--- src/design/cpu_params.svh ---
// core build parameters
`ifndef CPU_PARAMS_SVH
`define CPU_PARAMS_SVH

// fetch starts here once reset is released
`define CPU_RESET_PC    32'hBFC0_0000

// datapath width
`define CPU_XLEN        32

// register file geometry
`define CPU_REG_ADDR_W  5       // index bits
`define CPU_REG_NUM     32      // entries, r0 included

`endif

--- src/design/cpu_pkg.sv ---
// core types and stage payloads
`default_nettype none
`include "cpu_params.svh"

package cpu_pkg;

    typedef logic [`CPU_XLEN-1:0]       word_t;
    typedef logic [`CPU_REG_ADDR_W-1:0] reg_idx_t;

    typedef enum logic [2:0] {
        ALU_ADD,
        ALU_SUB,
        ALU_AND,
        ALU_OR,
        ALU_SLT,            // signed compare
        ALU_LUI
    } alu_op_e;

    typedef enum logic [1:0] {
        FWD_REG,            // value read in ID
        FWD_MEM,            // ALU result sitting in MEM
        FWD_WB              // final WB result
    } fwd_sel_e;

    typedef struct packed {
        alu_op_e  alu_op;
        logic     use_imm;      // ALU b from immediate
        logic     zero_ext;     // immediate is zero-extended
        logic     reg_write;
        logic     load;
        logic     store;
        logic     branch_eq;
        logic     branch_ne;
        reg_idx_t dst;
    } ctrl_s;

    typedef struct packed {
        logic  valid;
        word_t pc;
    } if_id_s;

    typedef struct packed {
        logic     valid;
        word_t    pc;
        ctrl_s    ctrl;
        reg_idx_t rs;
        reg_idx_t rt;
        word_t    rs_val;
        word_t    rt_val;
        word_t    imm;
    } id_ex_s;

    typedef struct packed {
        logic  valid;
        word_t pc;
        ctrl_s ctrl;
        word_t alu_res;         // also the data address
        word_t store_data;
    } ex_mem_s;

    typedef struct packed {
        logic  valid;
        word_t pc;
        ctrl_s ctrl;
        word_t alu_res;
    } mem_wb_s;

endpackage

`default_nettype wire

--- src/design/control_unit.sv ---
// instruction decoder
`timescale 1ns/1ps
`default_nettype none

module control_unit import cpu_pkg::*; (
    input  word_t instr_i,
    output ctrl_s ctrl_o,
    output word_t imm_o
);

    localparam logic [5:0] OP_SPECIAL = 6'b000000;
    localparam logic [5:0] OP_BEQ     = 6'b000100;
    localparam logic [5:0] OP_BNE     = 6'b000101;
    localparam logic [5:0] OP_ADDIU   = 6'b001001;
    localparam logic [5:0] OP_ORI     = 6'b001101;
    localparam logic [5:0] OP_LUI     = 6'b001111;
    localparam logic [5:0] OP_LW      = 6'b100011;
    localparam logic [5:0] OP_SW      = 6'b101011;

    localparam logic [5:0] FN_ADDU    = 6'b100001;
    localparam logic [5:0] FN_SUBU    = 6'b100011;
    localparam logic [5:0] FN_AND     = 6'b100100;
    localparam logic [5:0] FN_OR      = 6'b100101;
    localparam logic [5:0] FN_SLT     = 6'b101010;

    logic [5:0] opcode;
    logic [5:0] funct;
    ctrl_s      ctrl;

    assign opcode = instr_i[31:26];
    assign funct  = instr_i[5:0];

    always_comb begin
        ctrl = '0;                              // anything unknown is a no-op
        case (opcode)
            OP_SPECIAL: begin
                ctrl.dst       = instr_i[15:11];    // rd
                ctrl.reg_write = 1'b1;
                case (funct)
                    FN_ADDU: ctrl.alu_op = ALU_ADD;
                    FN_SUBU: ctrl.alu_op = ALU_SUB;
                    FN_AND:  ctrl.alu_op = ALU_AND;
                    FN_OR:   ctrl.alu_op = ALU_OR;
                    FN_SLT:  ctrl.alu_op = ALU_SLT;
                    default: ctrl.reg_write = 1'b0;
                endcase
            end
            OP_ADDIU, OP_ORI, OP_LUI, OP_LW: begin
                ctrl.dst       = instr_i[20:16];    // rt
                ctrl.use_imm   = 1'b1;
                ctrl.reg_write = 1'b1;
                ctrl.load      = (opcode == OP_LW);
                ctrl.zero_ext  = (opcode == OP_ORI);
                if (opcode == OP_ORI) ctrl.alu_op = ALU_OR;
                if (opcode == OP_LUI) ctrl.alu_op = ALU_LUI;
            end
            OP_SW: begin
                ctrl.use_imm = 1'b1;                // address = rs + offset
                ctrl.store   = 1'b1;
            end
            OP_BEQ:  ctrl.branch_eq = 1'b1;
            OP_BNE:  ctrl.branch_ne = 1'b1;
            default: ;
        endcase
        if (ctrl.dst == '0) ctrl.reg_write = 1'b0;  // r0 is never written
    end

    assign ctrl_o = ctrl;
    assign imm_o  = ctrl.zero_ext ? {16'b0, instr_i[15:0]}
                                  : {{16{instr_i[15]}}, instr_i[15:0]};

endmodule

`default_nettype wire

--- src/design/reg_file.sv ---
// general purpose register file
`timescale 1ns/1ps
`default_nettype none
`include "cpu_params.svh"

module reg_file import cpu_pkg::*; (
    input  logic                       clk,
    input  logic                       rst_n_i,
    input  logic                       we_i,
    input  logic [`CPU_REG_ADDR_W-1:0] waddr_i,
    input  word_t                      wdata_i,
    input  logic [`CPU_REG_ADDR_W-1:0] raddr_a_i,
    input  logic [`CPU_REG_ADDR_W-1:0] raddr_b_i,
    output word_t                      rdata_a_o,
    output word_t                      rdata_b_o
);

    word_t regs_q [`CPU_REG_NUM];

    // same-cycle write wins so ID never sees a stale WB value
    function automatic word_t read_reg(input logic [`CPU_REG_ADDR_W-1:0] addr);
        if (addr == '0) return '0;
        if (we_i && (waddr_i == addr)) return wdata_i;
        return regs_q[addr];
    endfunction

    always_ff @(posedge clk or negedge rst_n_i) begin
        if (!rst_n_i) begin
            for (int i = 0; i < `CPU_REG_NUM; i++) begin
                regs_q[i] <= '0;
            end
        end else if (we_i && (waddr_i != '0)) begin
            regs_q[waddr_i] <= wdata_i;
        end
    end

    always_comb begin
        rdata_a_o = read_reg(raddr_a_i);
        rdata_b_o = read_reg(raddr_b_i);
    end

endmodule

`default_nettype wire

--- src/design/alu.sv ---
// integer ALU
`timescale 1ns/1ps
`default_nettype none

module alu import cpu_pkg::*; (
    input  alu_op_e op_i,
    input  word_t   a_i,
    input  word_t   b_i,
    output word_t   result_o
);

    logic less;

    assign less = $signed(a_i) < $signed(b_i);

    always_comb begin
        unique case (op_i)
            ALU_ADD: result_o = a_i + b_i;          // also load/store address
            ALU_SUB: result_o = a_i - b_i;
            ALU_AND: result_o = a_i & b_i;
            ALU_OR:  result_o = a_i | b_i;
            ALU_SLT: result_o = {31'b0, less};
            ALU_LUI: result_o = {b_i[15:0], 16'b0}; // immediate into upper half
            default: result_o = '0;
        endcase
    end

endmodule

`default_nettype wire

--- src/design/hazard_unit.sv ---
// forwarding, stall and flush control
`timescale 1ns/1ps
`default_nettype none
`include "cpu_params.svh"

module hazard_unit import cpu_pkg::*; (
    input  logic [`CPU_REG_ADDR_W-1:0] id_rs_i,
    input  logic [`CPU_REG_ADDR_W-1:0] id_rt_i,
    input  id_ex_s                     ex_i,
    input  ex_mem_s                    mem_i,
    input  mem_wb_s                    wb_i,
    input  logic                       branch_taken_i,
    output fwd_sel_e                   fwd_a_o,
    output fwd_sel_e                   fwd_b_o,
    output logic                       stall_o,
    output logic                       flush_o
);

    logic mem_fwd_ok;   // MEM holds an ALU result worth forwarding
    logic wb_fwd_ok;
    logic ex_load;

    assign mem_fwd_ok = mem_i.valid && mem_i.ctrl.reg_write && !mem_i.ctrl.load;
    assign wb_fwd_ok  = wb_i.valid && wb_i.ctrl.reg_write;
    assign ex_load    = ex_i.valid && ex_i.ctrl.load && ex_i.ctrl.reg_write;

    function automatic fwd_sel_e pick(input reg_idx_t src);
        if (src == '0) return FWD_REG;
        if (mem_fwd_ok && (mem_i.ctrl.dst == src)) return FWD_MEM;   // youngest first
        if (wb_fwd_ok && (wb_i.ctrl.dst == src)) return FWD_WB;
        return FWD_REG;
    endfunction

    always_comb begin
        fwd_a_o = pick(ex_i.rs);
        fwd_b_o = pick(ex_i.rt);
    end

    // load data only exists in WB so a consumer right behind waits a cycle
    assign stall_o = ex_load && ((ex_i.ctrl.dst == id_rs_i) || (ex_i.ctrl.dst == id_rt_i));
    assign flush_o = branch_taken_i;        // squash the fetch after the delay slot

endmodule

`default_nettype wire

--- src/design/pipe_reg.sv ---
// pipeline stage register
`timescale 1ns/1ps
`default_nettype none

module pipe_reg #(
    parameter type payload_t = logic    // stage struct, valid bit included
) (
    input  logic     clk,
    input  logic     rst_n_i,
    input  logic     stall_i,           // keep current contents
    input  logic     flush_i,           // load a bubble
    input  payload_t d_i,
    output payload_t q_o
);

    always_ff @(posedge clk or negedge rst_n_i) begin
        if (!rst_n_i) begin
            q_o <= '0;
        end else if (flush_i) begin
            q_o <= '0;
        end else if (!stall_i) begin
            q_o <= d_i;
        end
    end

endmodule

`default_nettype wire

--- src/design/mycpu_top.sv ---
// five-stage MIPS integer core
`timescale 1ns/1ps
`default_nettype none
`include "cpu_params.svh"

module mycpu_top import cpu_pkg::*; (
    input  logic       clk,
    input  logic       rst_n_i,
    output logic       inst_sram_en_o,
    output word_t      inst_sram_addr_o,
    input  word_t      inst_sram_rdata_i,
    output logic       data_sram_en_o,
    output logic [3:0] data_sram_wen_o,
    output word_t      data_sram_addr_o,
    output word_t      data_sram_wdata_o,
    input  word_t      data_sram_rdata_i,
    output word_t      debug_wb_pc_o,
    output logic [3:0] debug_wb_rf_wen_o,
    output reg_idx_t   debug_wb_rf_wnum_o,
    output word_t      debug_wb_rf_wdata_o
);

    localparam logic [5:0] OP_J = 6'b000010;

    word_t    pc_q, pc_next, jump_target, branch_target;
    logic     fetch_on_q;
    if_id_s   if_d, if_q;
    id_ex_s   id_d, ex_q;
    ex_mem_s  ex_d, mem_q;
    mem_wb_s  mem_d, wb_q;
    word_t    id_instr, id_imm, id_rs_val, id_rt_val;
    ctrl_s    id_ctrl;
    logic     id_jump, stall, flush, branch_taken, wb_we;
    fwd_sel_e fwd_a, fwd_b;
    word_t    ex_a, ex_b, alu_b, alu_res, wb_result;

    function automatic word_t fwd_mux(input fwd_sel_e sel, input word_t rf_val,
                                      input word_t mem_val, input word_t wb_val);
        case (sel)
            FWD_MEM: return mem_val;
            FWD_WB:  return wb_val;
            default: return rf_val;
        endcase
    endfunction

    // IF: branch in EXE outranks the jump sitting in its delay slot
    always_comb begin
        pc_next = pc_q + 32'd4;
        if (branch_taken) pc_next = branch_target;
        else if (id_jump) pc_next = jump_target;
    end

    always_ff @(posedge clk or negedge rst_n_i) begin
        if (!rst_n_i) begin
            pc_q       <= `CPU_RESET_PC;
            fetch_on_q <= 1'b0;
        end else begin
            fetch_on_q <= 1'b1;
            if (fetch_on_q && !stall) pc_q <= pc_next;
        end
    end

    assign inst_sram_en_o   = fetch_on_q & ~stall;  // SRAM output holds during stall
    assign inst_sram_addr_o = pc_q;
    assign if_d             = '{valid: fetch_on_q, pc: pc_q};

    pipe_reg #(.payload_t(if_id_s)) u_if_id (
        .clk, .rst_n_i, .stall_i(stall), .flush_i(flush), .d_i(if_d), .q_o(if_q)
    );

    // ID: instruction word arrives straight from the SRAM
    assign id_instr    = if_q.valid ? inst_sram_rdata_i : '0;
    assign id_jump     = if_q.valid && (id_instr[31:26] == OP_J);
    assign jump_target = {if_q.pc[31:28], id_instr[25:0], 2'b00};

    control_unit u_ctrl (.instr_i(id_instr), .ctrl_o(id_ctrl), .imm_o(id_imm));

    reg_file u_rf (
        .clk, .rst_n_i,
        .we_i(wb_we), .waddr_i(wb_q.ctrl.dst), .wdata_i(wb_result),
        .raddr_a_i(id_instr[25:21]), .raddr_b_i(id_instr[20:16]),
        .rdata_a_o(id_rs_val), .rdata_b_o(id_rt_val)
    );

    hazard_unit u_hazard (
        .id_rs_i(id_instr[25:21]), .id_rt_i(id_instr[20:16]),
        .ex_i(ex_q), .mem_i(mem_q), .wb_i(wb_q), .branch_taken_i(branch_taken),
        .fwd_a_o(fwd_a), .fwd_b_o(fwd_b), .stall_o(stall), .flush_o(flush)
    );

    assign id_d = '{valid: if_q.valid, pc: if_q.pc, ctrl: id_ctrl,
                    rs: id_instr[25:21], rt: id_instr[20:16],
                    rs_val: id_rs_val, rt_val: id_rt_val, imm: id_imm};

    pipe_reg #(.payload_t(id_ex_s)) u_id_ex (
        .clk, .rst_n_i, .stall_i(1'b0), .flush_i(stall), .d_i(id_d), .q_o(ex_q)
    );

    // EXE
    assign ex_a  = fwd_mux(fwd_a, ex_q.rs_val, mem_q.alu_res, wb_result);
    assign ex_b  = fwd_mux(fwd_b, ex_q.rt_val, mem_q.alu_res, wb_result);
    assign alu_b = ex_q.ctrl.use_imm ? ex_q.imm : ex_b;

    alu u_alu (.op_i(ex_q.ctrl.alu_op), .a_i(ex_a), .b_i(alu_b), .result_o(alu_res));

    assign branch_taken  = ex_q.valid && ((ex_q.ctrl.branch_eq && (ex_a == ex_b)) ||
                                          (ex_q.ctrl.branch_ne && (ex_a != ex_b)));
    assign branch_target = ex_q.pc + 32'd4 + {ex_q.imm[29:0], 2'b00};
    assign ex_d = '{valid: ex_q.valid, pc: ex_q.pc, ctrl: ex_q.ctrl,
                    alu_res: alu_res, store_data: ex_b};

    pipe_reg #(.payload_t(ex_mem_s)) u_ex_mem (
        .clk, .rst_n_i, .stall_i(1'b0), .flush_i(1'b0), .d_i(ex_d), .q_o(mem_q)
    );

    // MEM: word accesses only
    assign data_sram_en_o    = mem_q.valid && (mem_q.ctrl.load || mem_q.ctrl.store);
    assign data_sram_wen_o   = {4{mem_q.valid && mem_q.ctrl.store}};
    assign data_sram_addr_o  = mem_q.alu_res;
    assign data_sram_wdata_o = mem_q.store_data;
    assign mem_d = '{valid: mem_q.valid, pc: mem_q.pc, ctrl: mem_q.ctrl, alu_res: mem_q.alu_res};

    pipe_reg #(.payload_t(mem_wb_s)) u_mem_wb (
        .clk, .rst_n_i, .stall_i(1'b0), .flush_i(1'b0), .d_i(mem_d), .q_o(wb_q)
    );

    // WB: load data shows up here, one cycle after the MEM access
    assign wb_result = wb_q.ctrl.load ? data_sram_rdata_i : wb_q.alu_res;
    assign wb_we     = wb_q.valid && wb_q.ctrl.reg_write;

    assign debug_wb_pc_o       = wb_q.pc;
    assign debug_wb_rf_wen_o   = {4{wb_we}};
    assign debug_wb_rf_wnum_o  = wb_q.ctrl.dst;
    assign debug_wb_rf_wdata_o = wb_result;

endmodule

`default_nettype wire

--- config.mk ---
export PLATFORM = sky130hd
export DESIGN_NAME = mycpu_top
export DESIGN_NICKNAME = d
export VERILOG_FILES = /design/src/design/cpu_pkg.sv /design/src/design/control_unit.sv /design/src/design/reg_file.sv /design/src/design/alu.sv /design/src/design/hazard_unit.sv /design/src/design/pipe_reg.sv /design/src/design/mycpu_top.sv
export VERILOG_INCLUDE_DIRS = /design/src /design/src/design
export SDC_FILE = /design/constraint.sdc
export NUM_CORES = 2
export LEC_CHECK = 0
export ABC_AREA = 1
export BUFFER_PORTS_ARGS = -buffer_cell sky130_fd_sc_hd__buf_2
export CELL_PAD_IN_SITES_DETAIL_PLACEMENT = 1
export CELL_PAD_IN_SITES_GLOBAL_PLACEMENT = 1
export CORE_UTILIZATION = 47
export CTS_CLUSTER_DIAMETER = 40
export DETAILED_ROUTE_END_ITERATION = 8
export PLACE_DENSITY = 0.92
export SKIP_CTS_REPAIR_TIMING = 1
export SYNTH_ARGS = -nofsm -noshare
export SYNTH_HDL_FRONTEND = slang
export SYNTH_SLANG_ARGS = --single-unit
--- constraint.sdc ---
create_clock -name clk -period 6.3 [get_ports clk]
set_input_delay 1.26 -clock clk [delete_from_list [all_inputs] [get_ports clk]]
set_output_delay 1.26 -clock clk [all_outputs]
set_load 0.005 [all_outputs]
; Word-level counts from Yosys, hierarchy flattened
; Cells that the tools add are included.
[totals]
ff_bits = 1420
in_bits = 66
out_inout_bits = 175
word_cells = 225
[classes]
addsub = 5
magnitude_cmp = 5
n_eq_ne = 33
n_mux = 73
bitwise_logic = 7
reduce_logical = 37
[op_table]
columns = op, count
row1 = bitwise mux 1024 bit, 1
row2 = 2-to-1 mux 32 bit, 19
row3 = binary-select mux 32 bit (select 5 bit), 2
row4 = case mux 32 bit (6 select lines), 1
row5 = demux 32 bit (select 5 bit), 1
row6 = 2-to-1 mux 154 bit, 1
row7 = case mux 32 bit (2 select lines), 2
row8 = 2-to-1 mux 33 bit, 2
row9 = adder 32 x 3 -> 32 bit (second input constant), 2
row10 = adder 32 bit, 2
row11 = == test 6 bit (second input constant), 7
row12 = == test 5 bit, 8
row13 = bitwise AND 32 bit, 1
row14 = == test 32 bit, 1
row15 = less-than comparator 32 bit, 1
row16 = inequality test 32 bit, 1
row17 = bitwise OR 32 bit, 1
row18 = subtractor 32 bit, 1
row19 = 2-to-1 mux 1 bit, 26
row20 = 2-to-1 mux 2 bit, 13
row21 = zero test 5 bit, 5
row22 = logical AND 1 bit, 21
row23 = == test 6 x 4 -> 1 bit (second input constant), 3
row24 = >= comparator 6 bit (second input constant), 3
row25 = other kinds (24), 35

; Depth between registers and ports, before layout
[logic_depth]
ltp_word = 17
depth_mapped = 37
ltp_nobuf = 34

; Cells and area by module
; From an unflattened synthesis, not the netlist that was laid out.
[hier_totals]
cells_unflattened = 13592
hier_area_um2 = 90558.1
[modules_own_cells]
columns = module, n_inst, cells_each, area_per_inst_um2, seq_area_each_um2
row1 = reg_file, 1, 8811, 59350.7, 25624.6
row2 = mycpu_top, 1, 1619, 8515.7, 837.1
row3 = alu, 1, 1291, 6480.0, 0.0
row4 = pipe_reg (u_id_ex), 1, 667, 6023.3, 3853.7
row5 = pipe_reg (u_ex_mem), 1, 487, 4421.7, 2802.7
row6 = pipe_reg (u_mem_wb), 1, 347, 3195.6, 2001.9
row7 = pipe_reg (u_if_id), 1, 144, 1410.1, 825.8
row8 = control_unit, 1, 106, 598.1, 0.0
row9 = hazard_unit, 1, 120, 563.0, 0.0

; Worst setup path after synthesis
; OpenSTA, ideal clock, no wires.
[synth_timing]
kind = register to register
from = register u_id_ex.q_o[96] (netlist bit)
to = register u_ex_mem.q_o[50] (netlist bit)
setup_time_ns = 0.139
arrival_time_ns = 4.394
required_ns = 6.161
slack_ns = 1.768
path_stages_with_launch = 25
n_path_buf = 2
synth_period_minus_slack_ns = 4.532
cell_sequence = dfrtp_1 > nand2_1 > o21ai_0 > a211oi_1 > nand2_1 > a2111o_1 > and3_1 > ha_1 > buf_2 > inv_2 > clkbuf_1 > o21ai_1 > o21ai_0 > ha_1 > fa_1 > nand3_1 > nand3_1 > inv_1 > o21a_1 > o21ai_0 > a21oi_1 > o21a_1 > or2_2 > nand3_1 > o2111ai_1
[synth_via]
elab_chain_cells = 13
elab_cells_between_ends = 25
classes_between = add/sub: 2 / eq/ne: 4 / mux: 14 / bitwise: 2 / reduce/logical: 3
[synth_rtl]
columns = item, line_no
row1 = "start, declared", pipe_reg.sv:13  ; output payload_t q_o
row2 = "start signal, assigned", pipe_reg.sv:22  ; q_o <= d_i;
row3 = == test 5 bit, hazard_unit.sv:30  ; if (wb_fwd_ok && (wb_i.ctrl.dst == src)) return FWD_WB;
row4 = logical AND 1 bit, hazard_unit.sv:30
row5 = 2-to-1 mux 1 bit (2 in a row), hazard_unit.sv:30
row6 = 2-to-1 mux 1 bit, hazard_unit.sv:29  ; if (mem_fwd_ok && (mem_i.ctrl.dst == src)) return FWD_MEM;
row7 = 2-to-1 mux 2 bit, hazard_unit.sv:31  ; return FWD_REG;
row8 = 2-to-1 mux 2 bit, hazard_unit.sv:30
row9 = 2-to-1 mux 2 bit *, hazard_unit.sv:29
row10 = == test 2 bit or == test 2 x 1 -> 1 bit (tied branches), mycpu_top.sv:39  ; case (sel)
row11 = case mux 32 bit (2 select lines) *, mycpu_top.sv:39
row12 = 2-to-1 mux 32 bit *, mycpu_top.sv:102  ; assign alu_b = ex_q.ctrl.use_imm ? ex_q.imm : ex_b;
row13 = "subtractor 32 bit, or another cell as far along", alu.sv:19  ; ALU_SUB: result_o = a_i - b_i;
row14 = case mux 32 bit (6 select lines) *, alu.sv:17  ; unique case (op_i)
row15 = via alu_res[18], mycpu_top.sv:35  ; word_t ex_a, ex_b, alu_b, alu_res, wb_result;
row16 = "end signal, assigned", pipe_reg.sv:22
row17 = "end, declared", pipe_reg.sv:13
; Mark *: on every way through the listed nets, which the timed path passes. The rest lies on a longest branch. The select of a mux whose other input is x is not followed.
; A chain may end at the register's enable or synchronous reset.

; Worst setup path in the final report
[layout_timing]
from = register u_mem_wb.q_o[34] (netlist bit)
to = register u_ex_mem.q_o[63] (netlist bit)
[layout_via]
elab_chain_cells = 13
elab_cells_between_ends = 30
classes_between = add/sub: 2 / eq/ne: 6 / mux: 18 / bitwise: 2 / reduce/logical: 2
[layout_rtl]
columns = item, line_no
row1 = "start, declared", pipe_reg.sv:13
row2 = "start signal, assigned", pipe_reg.sv:22
row3 = == test 5 bit, hazard_unit.sv:30
row4 = logical AND 1 bit, hazard_unit.sv:30
row5 = 2-to-1 mux 1 bit (2 in a row), hazard_unit.sv:30
row6 = 2-to-1 mux 1 bit, hazard_unit.sv:29
row7 = 2-to-1 mux 2 bit, hazard_unit.sv:31
row8 = 2-to-1 mux 2 bit, hazard_unit.sv:30
row9 = 2-to-1 mux 2 bit, hazard_unit.sv:29
row10 = == test 2 bit or == test 2 x 1 -> 1 bit (tied branches), mycpu_top.sv:39
row11 = case mux 32 bit (2 select lines), mycpu_top.sv:39
row12 = 2-to-1 mux 32 bit, mycpu_top.sv:102
row13 = "subtractor 32 bit, or another cell as far along", alu.sv:19
row14 = case mux 32 bit (6 select lines) *, alu.sv:17
row15 = via alu_res[31], mycpu_top.sv:35
; Marks and branches as above.

==> results.md <==
* Die area at between 150,000 and 200,000 sq um
* Post-DP Area at around 80,000 sq um
* Port bufs at 240
* Synth area leader: dfrtp_1
* Htree depth at 4
* Initial core utilization at between 40 and 50%
* Post-synth top cells: 3,212 x nand2_1, 1,396 x dfrtp_1, 1,356 x o21ai_0, 1,094 x nand3_1, 753 x clkbuf_1
* Residual DRC at 0
* Area share of fa/ha/maj cells after synthesis at between 2 and 3%
* Worst-path clk slew at roughly 0.06 ns
* Critical-path maximum fanout at 27
* Cell count after placement at ~12,000
* All-Layer GR Usage at a little over two fifths
* 1st-pass router iterations at 9
* Initial drt markers at approximately 12,000
* Cell Area, Synth at between 70,000 and 80,000 sq um
* Congestion Overflow GR at 0
* Final Instance Area at 89,860 sq um
* Reg2Reg Setup Slack at 0.22 ns
* Vias in the first global route at 88,580
* Slew Limit Fails at 0
* Top Ports at around 240
* #FFs+latches synth at between 1,000 and 1,500
* Worst VDD drop at roughly 290 uV
* Row cnt at 150
* Max Clock Skew at about 0.043 ns
* Asr flop ratio synth at 100.0%
* Die X at slightly above 400 um
* Via count at about 85,000
* Global-route wire length before repair at roughly 550,000 um
* DIE HEIGHT at ~410 um
* Top post-synthesis cells by area: dfrtp_1 44%, nand2_1 15%, o21ai_0 8.5%, nand3_1 6.9%, clkbuf_1 3.5%
* Nets at 10,600
* R2r startpoint: u_mem_wb.q_o[34]
* Core region area at between 150,000 and 200,000 sq um
* CTS tree: yes
* Mux share of post-synthesis cell area at 0%
* Kind of critical path: flop to flop
* Post-Synth Simple-Gate Area at approximately 25%
* Final Cycle Share at a little over nine tenths
* Ys Warns at 0
* Root buf cell: clkbuf_16
* DR WL/cell at 29.08 um
* Pleak at between 40 and 50 nW
* Area share of xor/xnor cells in the synthesized design at less than 1%
* Highest Clock Rate at approximately 160 MHz
* Compound-cell area share of the yosys netlist at 19.31%
* Largest family of logic cells by synthesized area: simple AND/OR/NAND/NOR gates
* RSZ-0062 raised after global routing: false
* Synth-to-layout area growth at 12.79%
* Largest net degree at the start of global routing at 156
* TritonCTS buffer count at 232
* Unique masters post-synth at 57
* Type of origin of the critical path: flop
* Clock Path Buffers at 3
* Total Power at between 0.03 and 0.04 W
* Post-synth EDFFs at 0
* Synth Instances at 10,720
* Most frequent CP cell: o21ai_0
* Layout Cells excl Fill at approximately 13,000
* Dpl hpwl at around 220,000 um
* Later-pin clock latency in the skew report at between 0.9 and 1 ns
* Top cell type's share of synthesized area at a little over two fifths
* TritonCTS Sinks at around 1,400
* Routed wire length at 372,000 um
* Sum Neg Setup Slack at 0 ns
* CP arrival at roughly 6.8 ns
* Final antenna-violating net count at 0
* CP max stage cell: o21ai_0
* Worst Setup SP: u_mem_wb.q_o[34]
* Initial antenna violation count at 29
* CP Buf/Inv Count at 3
* Net count after synthesis at approximately 11,000
* Hold Crit Start: u_ex_mem.q_o[106]
* Worst EP required at between 7 and 8 ns
* Rel. slew slack at around 14%
* Power per cell area at 340.0 nW/um^2
* Finish-stage setup viols at 0
* Via/cell ratio at about 6.7
* Count leader, synth: nand2_1
* Synth Area per Inst at between 7 and 8 sq um
* Slew @ Worst Pin at about 1.3 ns
* Crit path cell chain: clkinv_1 -> o21ai_0 -> nor2_1 -> and3_1 -> inv_1 -> ha_1 -> buf_4 -> a21oi_1 -> nand2_1 -> o21ai_1 -> o21ai_0 -> ha_1 -> a21oi_1 -> a21boi_0 -> o21ai_0 -> a21oi_1 -> nor2_1 -> o21a_1 -> a21o_1 -> o21ai_0 -> nand3_1
* Seq/Total Area, Yosys at about 44%
* Gp weighted congestion at a little over 1
* Worst path top cell family by delay: compound AO/OA/AOI/OAI gates
* Final hold vios at 0
* Max_cap viols at 0
* Fraction of layout cells with a size suffix above 1 at ~9.2%
* Fin crit period at between 6 and 7 ns
* FILL cells at 20,390
* Ys flop type: dfrtp_1
* Crit-path max cell delay at between 0.9 and 1 ns
* Worst hold slack at around 0.35 ns
* Status: finished, final reports clean
* Min-Delay Path Class: flop to flop
* CP endpoint kind: flop
## flip-flops by register name, summed over array words and instances (netlist names)
signal,cells
u_rf.regs_q,1024
u_id_ex.q_o,138
u_ex_mem.q_o,105
u_mem_wb.q_o,72
u_if_id.q_o,33
inst_sram_addr_o,32
fetch_on_q,1
## kinds of logic (layout without fill, tap and decap cells)
family                   count (synthesis)  count (layout)
AO/OA/AOI/OAI                         2640            2640
XOR/XNOR                                71              71
adder cells (fa/ha/maj)                164             164
buffers and inverters                 1686            1543
flip-flops                            1405            1405
other                                    1              16
AND/OR/NAND/NOR                       4750            4750
## layer usage
metal / track usage (%) / part of all wire, % / wire length [um] / up-vias
met5: 0.7631 / 0.068 / 253 / -
met4: 29.18 / 7.3 / 27330 / 24
met3: 11.40 / 12 / 43770 / 1988
met2: 64.67 / 44 / 163200 / 6174
met1: 52.40 / 37 / 137500 / 42180
li1: - / - / - / 35130
## per-stage QoR
step           setup slack [ns]  util, %
2_1_floorplan             1.768        -
3_3_place_gp             0.4459    48.42
3_5_place_dp             0.4748    48.42
4_1_cts                  0.4367    53.53
5_1_grt                  0.2179    53.54
6_report                 0.2210    53.55
## cell type report
cell class              instances  area [sq um]  share of cell area, %
multi-input cells            7626         37820                  42.09
flip-flops and latches       1405         35170                  39.14
clock buffers                 270          6271                  6.979
repair buffers                409          2848                  3.169
well taps                    2204          2758                  3.069
inverters                     693          2648                  2.946
clock inverters               171          2302                  2.562
diodes                         15         37.54                0.04177
## power by group
| part | switching (W) | internal, W | leakage (nW) |
|---|---|---|---|
| clock network | 0.00530 | 0.00879 | 4.13 |
| logic | 0.00477 | 0.00148 | 27.1 |
| registers | 0.000653 | 0.00955 | 14.0 |
| total | 0.0107 | 0.0198 | 45.1 |
## path summary, 6_finish.rpt
kind,endpoint,cells past startpoint
max,u_ex_mem.q_o[63],21
min,u_mem_wb.q_o[74],0
max reg2reg,u_ex_mem.q_o[63],21
min reg2reg,u_mem_wb.q_o[74],0
max in group asynchronous,u_rf.regs_q[385],2
min in group asynchronous,u_rf.regs_q[1013],1
## placed cells by master, fill, tap and decap left out, drive strengths merged, types with 2 or more instances in the layout
cell type / count
nand2: 3217
o21ai: 1464
dfrtp: 1396
nand3: 1096
inv: 734
a21oi: 450
buf: 409
o211ai: 366
nor2: 275
clkbuf: 270
ha: 161
a211oi: 97
nor3: 82
o311ai: 63
clkinv: 61
nand4: 44
xor2: 42
a31oi: 40
bufinv: 38
o31ai: 34
a311o: 32
clkinvlp: 31
xnor2: 29
o2111ai: 19
a221oi: 16
diode: 15
o21a: 13
nor4: 13
or2: 12
o22ai: 12
a21o: 9
dfstp: 9
nand3b: 6
o221ai: 6
and3: 5
a22oi: 5
a21boi: 4
fa: 3
o21bai: 2
o211a: 2
No activity file was read; power rests on OpenSTA's default activity.
